File: src/rtl/isa_pkg.sv
package isa_pkg;

    // Instruction field widths
    localparam int OPCODE_W = 7;
    localparam int FUNCT3_W = 3;
    localparam int FUNCT7_W = 7;

    // Standard RV32I opcodes
    localparam logic [OPCODE_W-1:0] OP_LUI    = 7'b0110111;
    localparam logic [OPCODE_W-1:0] OP_JAL    = 7'b1101111;
    localparam logic [OPCODE_W-1:0] OP_BRANCH = 7'b1100011;
    localparam logic [OPCODE_W-1:0] OP_IMM    = 7'b0010011;
    localparam logic [OPCODE_W-1:0] OP_REG    = 7'b0110011;

    // Custom interrupt and interface opcodes
    localparam logic [OPCODE_W-1:0] OP_RTI = 7'b0001000;
    localparam logic [OPCODE_W-1:0] OP_RDI = 7'b0001010;
    localparam logic [OPCODE_W-1:0] OP_SND = 7'b0001011;
    localparam logic [OPCODE_W-1:0] OP_UAD = 7'b0101011;

    // System word that stops fetch
    localparam logic [31:0] INSN_HALT = 32'h00000073;

    // funct3 values for ALU and branch instructions
    localparam logic [FUNCT3_W-1:0] F3_ADD_SUB = 3'b000;
    localparam logic [FUNCT3_W-1:0] F3_SLT     = 3'b010;
    localparam logic [FUNCT3_W-1:0] F3_XOR     = 3'b100;
    localparam logic [FUNCT3_W-1:0] F3_OR      = 3'b110;
    localparam logic [FUNCT3_W-1:0] F3_AND     = 3'b111;
    localparam logic [FUNCT3_W-1:0] F3_BEQ     = 3'b000;
    localparam logic [FUNCT3_W-1:0] F3_BNE     = 3'b001;

    localparam logic [FUNCT7_W-1:0] F7_SUB = 7'b0100000;

    typedef enum logic [2:0] {
        ALU_ADD,
        ALU_SUB,
        ALU_AND,
        ALU_OR,
        ALU_XOR,
        ALU_SLT,
        ALU_PASS_B
    } alu_op_t;

endpackage

File: src/rtl/pipe_pkg.sv
package pipe_pkg;
    import isa_pkg::*;

    localparam int XLEN       = 32;
    localparam int REG_ADDR_W = 5;

    localparam logic [XLEN-1:0] RESET_PC   = 32'h0;
    localparam logic [XLEN-1:0] IRQ_VECTOR = 32'h200;

    // IF/ID register contents
    typedef struct packed {
        logic            valid;
        logic [XLEN-1:0] pc;
        logic [31:0]     instr;
    } fetch_t;

    // ID/EX register contents
    typedef struct packed {
        logic                  valid;
        logic [XLEN-1:0]       pc;
        logic [XLEN-1:0]       rs1_val;
        logic [XLEN-1:0]       rs2_val;
        logic [XLEN-1:0]       imm;
        logic [REG_ADDR_W-1:0] rd;
        alu_op_t               alu_op;
        logic                  alu_src_imm;
        logic                  reg_write;
        logic                  branch;
        logic                  branch_ne;
        logic                  jal;
        logic                  rti;
        logic                  rdi;
        logic                  snd;
        logic                  uad;
        logic                  halt;
    } dec_ex_t;

endpackage

File: src/rtl/irq_if.sv
`timescale 1ns/1ps

interface irq_if import pipe_pkg::*; ();

    logic            request;
    logic [XLEN-1:0] source_data;
    logic            accept;
    logic            ret;

    modport ctrl (
        output request,
        output source_data,
        input  accept,
        input  ret
    );

    modport execute (
        input  request,
        input  source_data,
        output accept,
        output ret
    );

endinterface

File: src/rtl/fetch.sv
`timescale 1ns/1ps

module fetch import pipe_pkg::*; (
    input  logic            clk,
    input  logic            rst_n,
    input  logic [31:0]     instr,
    input  logic            redirect_valid,
    input  logic [XLEN-1:0] redirect_pc,
    input  logic            halt_seen,
    output logic [XLEN-1:0] pc,
    output fetch_t          if_id,
    output logic            halted
);

    logic [XLEN-1:0] pc_next;

    always_comb begin
        if (redirect_valid) begin
            pc_next = redirect_pc;
        end else if (halted) begin
            pc_next = pc;
        end else begin
            pc_next = pc + 32'd4;
        end
    end

    always_ff @(posedge clk) begin
        if (!rst_n) begin
            pc     <= RESET_PC;
            halted <= 1'b0;
        end else begin
            pc <= pc_next;
            // Sticky until the next reset
            if (halt_seen) begin
                halted <= 1'b1;
            end
        end
    end

    // Instruction arrives in the same cycle as pc
    always_ff @(posedge clk) begin
        if_id.pc    <= pc;
        if_id.instr <= instr;
        if (!rst_n) begin
            if_id.valid <= 1'b0;
        end else begin
            // Wrong-path word dropped on redirect and nothing issued after halt
            if_id.valid <= !redirect_valid && !halted;
        end
    end

endmodule

File: src/rtl/decode.sv
`timescale 1ns/1ps

module decode import isa_pkg::*; import pipe_pkg::*; (
    input  logic                  clk,
    input  logic                  rst_n,
    input  fetch_t                if_id,
    input  logic                  flush,
    input  logic                  wb_en,
    input  logic [REG_ADDR_W-1:0] wb_rd,
    input  logic [XLEN-1:0]       wb_data,
    output dec_ex_t               id_ex
);

    logic [XLEN-1:0] regs [32];

    logic [OPCODE_W-1:0]   opcode;
    logic [FUNCT3_W-1:0]   funct3;
    logic [FUNCT7_W-1:0]   funct7;
    logic [REG_ADDR_W-1:0] rs1;
    logic [REG_ADDR_W-1:0] rs2;
    logic [XLEN-1:0]       imm_i;
    logic [XLEN-1:0]       imm_b;
    logic [XLEN-1:0]       imm_u;
    logic [XLEN-1:0]       imm_j;
    dec_ex_t               dec;

    assign opcode = if_id.instr[6:0];
    assign funct3 = if_id.instr[14:12];
    assign funct7 = if_id.instr[31:25];
    assign rs1    = if_id.instr[19:15];
    assign rs2    = if_id.instr[24:20];

    assign imm_i = {{20{if_id.instr[31]}}, if_id.instr[31:20]};
    assign imm_b = {{20{if_id.instr[31]}}, if_id.instr[7], if_id.instr[30:25],
                    if_id.instr[11:8], 1'b0};
    assign imm_u = {if_id.instr[31:12], 12'b0};
    assign imm_j = {{12{if_id.instr[31]}}, if_id.instr[19:12], if_id.instr[20],
                    if_id.instr[30:21], 1'b0};

    // r0 is never written
    always_ff @(posedge clk) begin
        if (wb_en && wb_rd != '0) begin
            regs[wb_rd] <= wb_data;
        end
    end

    always_comb begin
        dec             = '0;
        dec.valid       = if_id.valid;
        dec.pc          = if_id.pc;
        dec.rd          = if_id.instr[11:7];
        dec.alu_op      = ALU_ADD;

        // Write-through covers the instruction currently in EX
        if (rs1 == '0) begin
            dec.rs1_val = '0;
        end else if (wb_en && wb_rd == rs1) begin
            dec.rs1_val = wb_data;
        end else begin
            dec.rs1_val = regs[rs1];
        end

        if (rs2 == '0) begin
            dec.rs2_val = '0;
        end else if (wb_en && wb_rd == rs2) begin
            dec.rs2_val = wb_data;
        end else begin
            dec.rs2_val = regs[rs2];
        end

        case (opcode)
            OP_REG: begin
                dec.reg_write = 1'b1;
                case (funct3)
                    F3_ADD_SUB: dec.alu_op = (funct7 == F7_SUB) ? ALU_SUB : ALU_ADD;
                    F3_SLT:     dec.alu_op = ALU_SLT;
                    F3_XOR:     dec.alu_op = ALU_XOR;
                    F3_OR:      dec.alu_op = ALU_OR;
                    F3_AND:     dec.alu_op = ALU_AND;
                    default:    dec.reg_write = 1'b0;
                endcase
            end
            OP_IMM: begin
                dec.reg_write   = 1'b1;
                dec.alu_src_imm = 1'b1;
                dec.imm         = imm_i;
                case (funct3)
                    F3_ADD_SUB: dec.alu_op = ALU_ADD;
                    F3_XOR:     dec.alu_op = ALU_XOR;
                    F3_OR:      dec.alu_op = ALU_OR;
                    F3_AND:     dec.alu_op = ALU_AND;
                    default:    dec.reg_write = 1'b0;
                endcase
            end
            OP_LUI: begin
                dec.reg_write   = 1'b1;
                dec.alu_src_imm = 1'b1;
                dec.imm         = imm_u;
                dec.alu_op      = ALU_PASS_B;
            end
            OP_BRANCH: begin
                dec.imm       = imm_b;
                dec.branch    = (funct3 == F3_BEQ) || (funct3 == F3_BNE);
                dec.branch_ne = (funct3 == F3_BNE);
            end
            OP_JAL: begin
                dec.imm       = imm_j;
                dec.jal       = 1'b1;
                dec.reg_write = 1'b1;
            end
            OP_RTI: dec.rti = 1'b1;
            OP_RDI: begin
                dec.rdi       = 1'b1;
                dec.reg_write = 1'b1;
            end
            OP_SND: dec.snd = 1'b1;
            OP_UAD: dec.uad = 1'b1;
            default: dec.halt = (if_id.instr == INSN_HALT);
        endcase
    end

    always_ff @(posedge clk) begin
        id_ex <= dec;
        if (!rst_n) begin
            id_ex.valid <= 1'b0;
        end else if (flush) begin
            id_ex.valid <= 1'b0;
        end
    end

endmodule

File: src/rtl/execute.sv
`timescale 1ns/1ps

module execute import isa_pkg::*; import pipe_pkg::*; (
    input  logic                  clk,
    input  logic                  rst_n,
    input  dec_ex_t               id_ex,
    irq_if.execute                irq,
    output logic                  wb_en,
    output logic [REG_ADDR_W-1:0] wb_rd,
    output logic [XLEN-1:0]       wb_data,
    output logic                  redirect_valid,
    output logic [XLEN-1:0]       redirect_pc,
    output logic                  halt_seen,
    output logic                  snd,
    output logic                  uad,
    output logic [XLEN-1:0]       interface_data
);

    logic [XLEN-1:0] op_b;
    logic [XLEN-1:0] alu_result;
    logic [XLEN-1:0] pc_plus4;
    logic [XLEN-1:0] target;
    logic [XLEN-1:0] saved_pc;
    logic            taken;

    assign op_b     = id_ex.alu_src_imm ? id_ex.imm : id_ex.rs2_val;
    assign pc_plus4 = id_ex.pc + 32'd4;
    assign target   = id_ex.pc + id_ex.imm;

    always_comb begin
        case (id_ex.alu_op)
            ALU_ADD:    alu_result = id_ex.rs1_val + op_b;
            ALU_SUB:    alu_result = id_ex.rs1_val - op_b;
            ALU_AND:    alu_result = id_ex.rs1_val & op_b;
            ALU_OR:     alu_result = id_ex.rs1_val | op_b;
            ALU_XOR:    alu_result = id_ex.rs1_val ^ op_b;
            ALU_SLT:    alu_result = {31'b0, $signed(id_ex.rs1_val) < $signed(op_b)};
            ALU_PASS_B: alu_result = op_b;
            default:    alu_result = '0;
        endcase
    end

    // BNE inverts the equality test
    assign taken = id_ex.valid && (id_ex.jal || (id_ex.branch &&
                   ((id_ex.rs1_val == id_ex.rs2_val) ^ id_ex.branch_ne)));

    assign wb_en   = id_ex.valid && id_ex.reg_write && id_ex.rd != '0;
    assign wb_rd   = id_ex.rd;
    assign wb_data = id_ex.jal ? pc_plus4 : (id_ex.rdi ? irq.source_data : alu_result);

    assign halt_seen = id_ex.valid && id_ex.halt;

    // Halt word never takes an interrupt
    assign irq.accept = irq.request && id_ex.valid && !id_ex.halt;
    assign irq.ret    = id_ex.valid && id_ex.rti;

    always_comb begin
        redirect_valid = 1'b1;
        if (irq.accept) begin
            redirect_pc = IRQ_VECTOR;
        end else if (taken) begin
            redirect_pc = target;
        end else if (irq.ret) begin
            redirect_pc = saved_pc;
        end else begin
            // Halt parks fetch on the halt word and kills younger stages
            redirect_pc    = id_ex.pc;
            redirect_valid = halt_seen;
        end
    end

    // Return address is where the leaving instruction would go next
    always_ff @(posedge clk) begin
        if (irq.accept) begin
            saved_pc <= taken ? target : pc_plus4;
        end
    end

    always_ff @(posedge clk) begin
        if (!rst_n) begin
            snd <= 1'b0;
            uad <= 1'b0;
        end else begin
            snd <= id_ex.valid && id_ex.snd;
            uad <= id_ex.valid && id_ex.uad;
        end
    end

    always_ff @(posedge clk) begin
        if (id_ex.valid && (id_ex.snd || id_ex.uad)) begin
            interface_data <= id_ex.rs1_val;
        end
    end

endmodule

File: src/rtl/interrupt_ctrl.sv
`timescale 1ns/1ps

module interrupt_ctrl import pipe_pkg::*; (
    input  logic            clk,
    input  logic            rst_n,
    input  logic            interrupt_key,
    input  logic            interrupt_eth,
    input  logic [XLEN-1:0] interrupt_source_data,
    irq_if.ctrl             irq
);

    // Set from accept until RTI to block nested requests
    logic nest_latch;
    logic raise;

    assign raise = (interrupt_key || interrupt_eth) && !nest_latch && !irq.request;

    always_ff @(posedge clk) begin
        if (!rst_n) begin
            irq.request <= 1'b0;
            nest_latch  <= 1'b0;
        end else begin
            if (irq.accept) begin
                irq.request <= 1'b0;
                nest_latch  <= 1'b1;
            end else if (raise) begin
                irq.request <= 1'b1;
            end
            if (irq.ret) begin
                nest_latch <= 1'b0;
            end
        end
    end

    // Data captured once per request
    always_ff @(posedge clk) begin
        if (raise) begin
            irq.source_data <= interrupt_source_data;
        end
    end

endmodule

File: src/rtl/proc.sv
`timescale 1ns/1ps

module proc import pipe_pkg::*; (
    input  logic            clk,
    input  logic            rst_n,
    input  logic [31:0]     instr,
    input  logic            interrupt_key,
    input  logic            interrupt_eth,
    input  logic [XLEN-1:0] interrupt_source_data,
    output logic [XLEN-1:0] pc,
    output logic            snd,
    output logic            uad,
    output logic [XLEN-1:0] interface_data,
    output logic            halted
);

    fetch_t                if_id;
    dec_ex_t               id_ex;
    logic                  wb_en;
    logic [REG_ADDR_W-1:0] wb_rd;
    logic [XLEN-1:0]       wb_data;
    logic                  redirect_valid;
    logic [XLEN-1:0]       redirect_pc;
    logic                  halt_seen;

    irq_if irq_bus ();

    fetch i_fetch (
        .clk            (clk),
        .rst_n          (rst_n),
        .instr          (instr),
        .redirect_valid (redirect_valid),
        .redirect_pc    (redirect_pc),
        .halt_seen      (halt_seen),
        .pc             (pc),
        .if_id          (if_id),
        .halted         (halted)
    );

    // Redirect also squashes the instruction being decoded
    decode i_decode (
        .clk     (clk),
        .rst_n   (rst_n),
        .if_id   (if_id),
        .flush   (redirect_valid),
        .wb_en   (wb_en),
        .wb_rd   (wb_rd),
        .wb_data (wb_data),
        .id_ex   (id_ex)
    );

    execute i_execute (
        .clk            (clk),
        .rst_n          (rst_n),
        .id_ex          (id_ex),
        .irq            (irq_bus.execute),
        .wb_en          (wb_en),
        .wb_rd          (wb_rd),
        .wb_data        (wb_data),
        .redirect_valid (redirect_valid),
        .redirect_pc    (redirect_pc),
        .halt_seen      (halt_seen),
        .snd            (snd),
        .uad            (uad),
        .interface_data (interface_data)
    );

    interrupt_ctrl i_interrupt_ctrl (
        .clk                   (clk),
        .rst_n                 (rst_n),
        .interrupt_key         (interrupt_key),
        .interrupt_eth         (interrupt_eth),
        .interrupt_source_data (interrupt_source_data),
        .irq                   (irq_bus.ctrl)
    );

endmodule

File: config.mk
export PLATFORM = sky130hd
export DESIGN_NAME = proc
export DESIGN_NICKNAME = d
export VERILOG_FILES = /design/src/rtl/isa_pkg.sv /design/src/rtl/pipe_pkg.sv /design/src/rtl/irq_if.sv /design/src/rtl/fetch.sv /design/src/rtl/decode.sv /design/src/rtl/execute.sv /design/src/rtl/interrupt_ctrl.sv /design/src/rtl/proc.sv
export SDC_FILE = /design/constraint.sdc
export NUM_CORES = 2
export LEC_CHECK = 0
export ABC_CLOCK_PERIOD_IN_PS = 7300
export BUFFER_PORTS_ARGS = -buffer_cell sky130_fd_sc_hd__buf_4
export CORE_MARGIN = 2
export CORE_UTILIZATION = 35
export CTS_CLUSTER_DIAMETER = 200
export DETAILED_ROUTE_END_ITERATION = 10
export GPL_TIMING_DRIVEN = 0
export PLACE_DENSITY = 0.47
export SETUP_SLACK_MARGIN = 0.05
export SLEW_MARGIN = 15
export SYNTH_ARGS = -nofsm -noshare
export SYNTH_HDL_FRONTEND = slang
export SYNTH_SLANG_ARGS = --single-unit
export TNS_END_PERCENT = 100
File: constraint.sdc
create_clock -name clk -period 7.3 [get_ports clk]
set_clock_uncertainty 0.05 [all_clocks]
set_input_delay 1.46 -clock clk [delete_from_list [all_inputs] [get_ports clk]]
set_output_delay 1.46 -clock clk [all_outputs]
set_load 0.005 [all_outputs]
# Yosys cells after proc, flatten, opt, wreduce, memory -nomap -nowiden
# Memories as Yosys holds them, arrays and structs flattened. A register that Yosys moved wholly into a read port is not among the register bits.
# Cells that the tools add are included.
# word_totals
ramBits	1024
word_cells	129
register_bits	281
n_memories	1
# op_classes
n_lt_le_gt_ge	1
mux	29
reduce_logical	37
add_sub_neg	5
n_eq_ne	24
n_bitwise	5
# memory_table
memory	words	word_bits	rd	rd_clocked_by_memory_dff	wr	line_no	rtl
i_decode.regs	32	32	2	2	1	decode.sv:14	logic [XLEN-1:0] regs [32];
# ops
operator	count
32-bit 2-to-1 mux	9
32-bit one-hot mux with 7 select lines	1
32-bit one-hot mux with 4 select lines	1
32-bit by 3-bit adder with 32-bit output, second input constant	2
32-bit adder	2
32-bit AND	1
32-bit == test	1
32-bit by 7-bit == test with 1-bit output, second input constant	1
32-bit < comparator	1
32-bit bitwise OR	1
32-bit subtractor	1
32-bit XOR	1
7-bit by 6-bit == test with 1-bit output, second input constant	4
7-bit by 4-bit == test with 1-bit output, second input constant	3
3-bit == test, second input constant	6
3-bit one-hot mux with 3 select lines	2
1-bit logical AND	15
3-bit one-hot mux with 5 select lines	1
7-bit == test, second input constant	2
1-bit 2-to-1 mux	14
5-bit logical NOT	2
3-bit by 2-bit == test with 1-bit output, second input constant	3
9-bit OR reduction	1
2-bit OR reduction	4
other kinds (13)	22

# Logic depth before layout (Yosys ltp)
# logic_depth
word_depth	9
mapped_depth	17

# By module
# From an unflattened synthesis, not the netlist that was laid out.
# unflattened
cells_unflattened	4602
hier_area_um2	67514.8
# modules_own_cells
module	instances	cells_each	area_each_um2	seq_area_each_um2
decode	1	2663	51259.2	33692.3
execute	1	1612	12106.6	1961.9
fetch	1	286	3095.5	1961.9
interrupt_ctrl	1	41	1053.5	1001.0

# Worst setup path before layout
# Ideal clock, no wire load.
# synth_timing
path_type	register to register
startpoint	register, netlist name i_decode.id_ex[9]
endpoint	memory i_decode.regs[0][24] (data pin)
setup_time_ns	0.500
t_required_ns	6.750
n_path_buf	3
stages_incl_launch_ff	17
t_arrival_ns	5.346
path_slack_ns	1.405
path_cell_list	dfxtp_1 > clkbuf_1 > buf_2 > buf_1 > mux2i_1 > inv_1 > ha_1 > fa_1 > a211oi_1 > o21a_1 > o21ai_2 > a41oi_4 > o31ai_4 > a211o_1 > o221ai_1 > a22oi_1 > a221oi_1
# synth_via
elab_chain_cells	5
# synth_lines
item	line_no	rtl
32-bit 2-to-1 mux *	execute.sv:26	assign op_b = id_ex.alu_src_imm ? id_ex.imm : id_ex.rs2_val;
32-bit subtractor (tied with other cells)	execute.sv:33	ALU_SUB: alu_result = id_ex.rs1_val - op_b;
32-bit one-hot mux with 7 select lines *	execute.sv:31	case (id_ex.alu_op)
32-bit 2-to-1 mux * (2 in a row)	execute.sv:49	assign wb_data = id_ex.jal ? pc_plus4 : (id_ex.rdi ? irq.source_data : alu_result);
via i_decode.wb_data[24]	decode.sv:10	input logic [XLEN-1:0] wb_data,
end, declared	decode.sv:14	
# The timed path passes the listed nets; every way through them passes the cells marked *.

# Worst setup path after layout
# layout_timing
startpoint	register, netlist name i_decode.id_ex[9]
endpoint	memory i_decode.regs[31][22] (data pin)
# layout_via
elab_chain_cells	5
# layout_lines
item	line_no
32-bit 2-to-1 mux *	execute.sv:26
32-bit subtractor (tied with other cells)	execute.sv:33
32-bit one-hot mux with 7 select lines *	execute.sv:31
32-bit 2-to-1 mux * (2 in a row)	execute.sv:49
via i_decode.wb_data[22]	decode.sv:10
# Marked as above.

==> qor.yml <==
cp_data_arrival_time_ns: 7.41
timing.rr.end: "i_decode.regs[31][22]"
fin_area_mm2: 0.0797
r2r_slack_ns: 0.24
period_minus_slack_ns: 7.06
cp.required_ns: 7.65
grt_first_pass_wirelength_um: 379000
p_sw_mw: 6.35
multi_input_area_mm2: 0.0277
hold_class: "reg2reg"
die_area_mm2: 0.196
clkTransAtPathRegs_ns: 0.06
initial_utilization: 0.351
avgSynthCellArea_um2: 15.5
ant_nets: 0
reg2reg_depth: 17
routedWlPerCell_um: 37.8
synth_edf_count: 1120
die_h_um: 443
min_period_over_period: 0.967
seq_area_mm2: 0.0386
tightest_slew_ns: 1.40
min_to: "i_decode.id_ex[144]"
postCtsHoldBufs: 0
crit_path_end_kind: "flip-flop"
wl_um: 281000
yosys.area.top_type_share: 0.498
switching_share: 0.292
drive_above_1_share: 0.275
whs_path_depth: 0
fin_hold_ws_ns: 0.276
maxCapViolCount: 0
grt.total_usage: 0.281
dp_hpwl_um: 204000
relSlewSlack: 0.0644
grt_pass1_vias: 44800
regToRegStartpoint: "i_decode.id_ex[9]"
start_kind: "flip-flop"
drt_pass1_iterations: 6
ys_seq_area_frac: 0.572
io_pins: 135
area_growth_pct: 18.0
htree_levels: 4
status: "finished, final reports clean"
clock_sinks: 1369
irDropWorstVdd_mv: 0.297
p_comb_frac: 0.177
slowest_stage: "clkinvlp_4"
synth.most_common_cell: "edfxtp_1"
setup_viol_count_final: 0
ys_warn_count: 0
max_freq_mhz: 142
synth_area_leaders: "edfxtp_1, mux4_2, dfxtp_1"
cts-root-buf: "clkbuf_16"
synth_area_leader_cell: "edfxtp_1"
syn_inst: 4344
num_vias: 45900
cp_slowest_stage_delay_ns: 0.68
crit_type: "reg2reg"
synthFlopType: "edfxtp_1"
share_seq_of_total_power: 0.443
crit_chain: "clkbuf_1 > clkbuf_4 > clkdlybuf4s18_2 > mux2i_2 > inv_1 > ha_1 > fa_1 > a211oi_1 > o21a_1 > o21ai_2 > a41oi_4 > o31ai_4 > a221o_2 > a21oi_1 > or4_1 > a22o_1 > clkinvlp_4"
synth_cell_types: 93
globalRouteOverflowTotal: 0
drv_slew: 0
gp_congestion: 0.993
drc: 0
first_iter_violations: 6346
core_mm2: 0.192
min_from: "i_fetch.if_id[62]"
hold_viol_final: 0
rsz0062_at_grt: "no"
synthTopCellsByCount: "edfxtp_1, mux4_2, dfxtp_1"
port_buffers: 133
cts_made_buffers: 156
p_per_area_mw_per_mm2: 273
place_area_mm2: 0.0741
nNetsFinal: 4983
p_int_mw: 15.4
clkPwrFrac: 0.380
crit_fanout: 32
async_reset_ff_frac: 0
leakagePower_nw: 26.9
grt_max_degree: 35
cts_tree: "yes"
nFillCells: 17500
insertion_delay_ns: 0.84
rows: 161
final_core_util: 0.415
fp.dieW_um: 443
grt_antenna_before_repair: 12
startpoint: "i_decode.id_ex[9]"
cts_setup_buffers: 0
synth-seq-cells: 1369
finalSetupTns_ns: 0
syn-cell-area_mm2: 0.0675
cts_max_path_buffers: 3
vias_per_cell: 6.19
[worst max-delay path by stage]
| stage | cells after the start | slack (ns) | endpoint |
|---|---|---|---|
| floorplan | 16 | 1.40 | i_decode.regs[0][24] |
| global route | 17 | 0.08 | i_decode.regs[6][22] |
| detailed placement | 17 | -0.99 | i_decode.regs[4][30] |
| finish | 17 | 0.24 | i_decode.regs[31][22] |
| global placement | 16 | -2.56 | i_decode.regs[0][24] |
| CTS | 18 | 0.06 | i_decode.regs[3][20] |
[critical path: cells and delay by family (launching register included)]
family	cells	cell delay (ns)
flip-flops	1	0.30
buffers and inverters	5	2.31
AND/OR/NAND/NOR	1	0.16
multiplexers	1	0.44
AO/OA/AOI/OAI	8	2.57
adder cells (fa/ha/maj)	2	0.75
[cell families after synthesis]
family | synth area share
adder cells (fa/ha/maj) | 0.0285
XOR/XNOR | 0.0158
AND/OR/NAND/NOR | 0.0495
buffers and inverters | 0.0256
flip-flops | 0.572
AO/OA/AOI/OAI | 0.0828
other | 0.0000556
multiplexers | 0.226
[metrics by stage]
step                cells  setup WS, ns  power (mW)
floorplan            4375          1.40        11.7
global placement     7034         -2.56        13.3
detailed placement   7123        -0.989        13.4
CTS                  7414        0.0642        21.7
global route         7420        0.0842        22.3
finish               7422         0.242        21.7
[state kept, by name, summed over array words and instances (netlist names), 32 cells and up]
name and cells:
i_execute.interface_data 32, i_fetch.pc 32, i_execute.saved_pc 32, i_fetch.if_id 65
i_decode.regs 1024, i_interrupt_ctrl.irq.source_data 32, i_decode.id_ex 147
[layer usage]
layer | vias up | global-route usage | wire length (um)
met5 | - | 0 | 57
li1 | 18500 | - | -
met4 | 8 | 0.112 | 12300
met2 | 2401 | 0.440 | 129000
met1 | 24500 | 0.389 | 117000
met3 | 500 | 0.0485 | 22200
[cell usage in the layout (no fill, tap or decap), types with 36 or more instances in the layout]
master / n
edfxtp_1: 1120
mux4_2: 631
dfxtp_1: 249
a21oi_1: 217
clkbuf_1: 195
nor2_1: 188
nand2_1: 168
clkbuf_16: 161
ha_1: 149
buf_4: 143
inv_1: 134
o21ai_0: 129
a211oi_1: 105
nand3_1: 73
xor2_1: 72
buf_2: 70
mux2i_1: 68
a21o_1: 51
xnor2_1: 50
nor3_1: 48
buf_12: 47
nor2b_1: 37
clkbuf_2: 36
[timing repair]
action,CTS,global route
setup endpoints to repair,354,363
resized for setup,19,15
hold endpoints to repair,0,0
gates cloned,4,3
[power groups by stage]
stage / logic, mW / clock network, mW / registers [mW]
floorplan: 2.06 / 0 / 9.65
global placement: 3.50 / 0 / 9.83
detailed placement: 3.65 / 0 / 9.79
CTS: 3.71 / 8.36 / 9.63
global route: 4.03 / 8.65 / 9.64
finish: 3.84 / 8.25 / 9.63
[layout make-up]
type,instances,share of cell area
antenna,4,0.000126
buffer,296,0.0159
clock buffer,206,0.0547
clock inverter,81,0.0131
inverter,145,0.00721
multi-input combinational,2566,0.348
sequential,1369,0.485
tap,2526,0.0397
timing repair buffer,223,0.0359
timing repair inverter,6,0.000565
No activity file was read; power rests on OpenSTA's default activity.
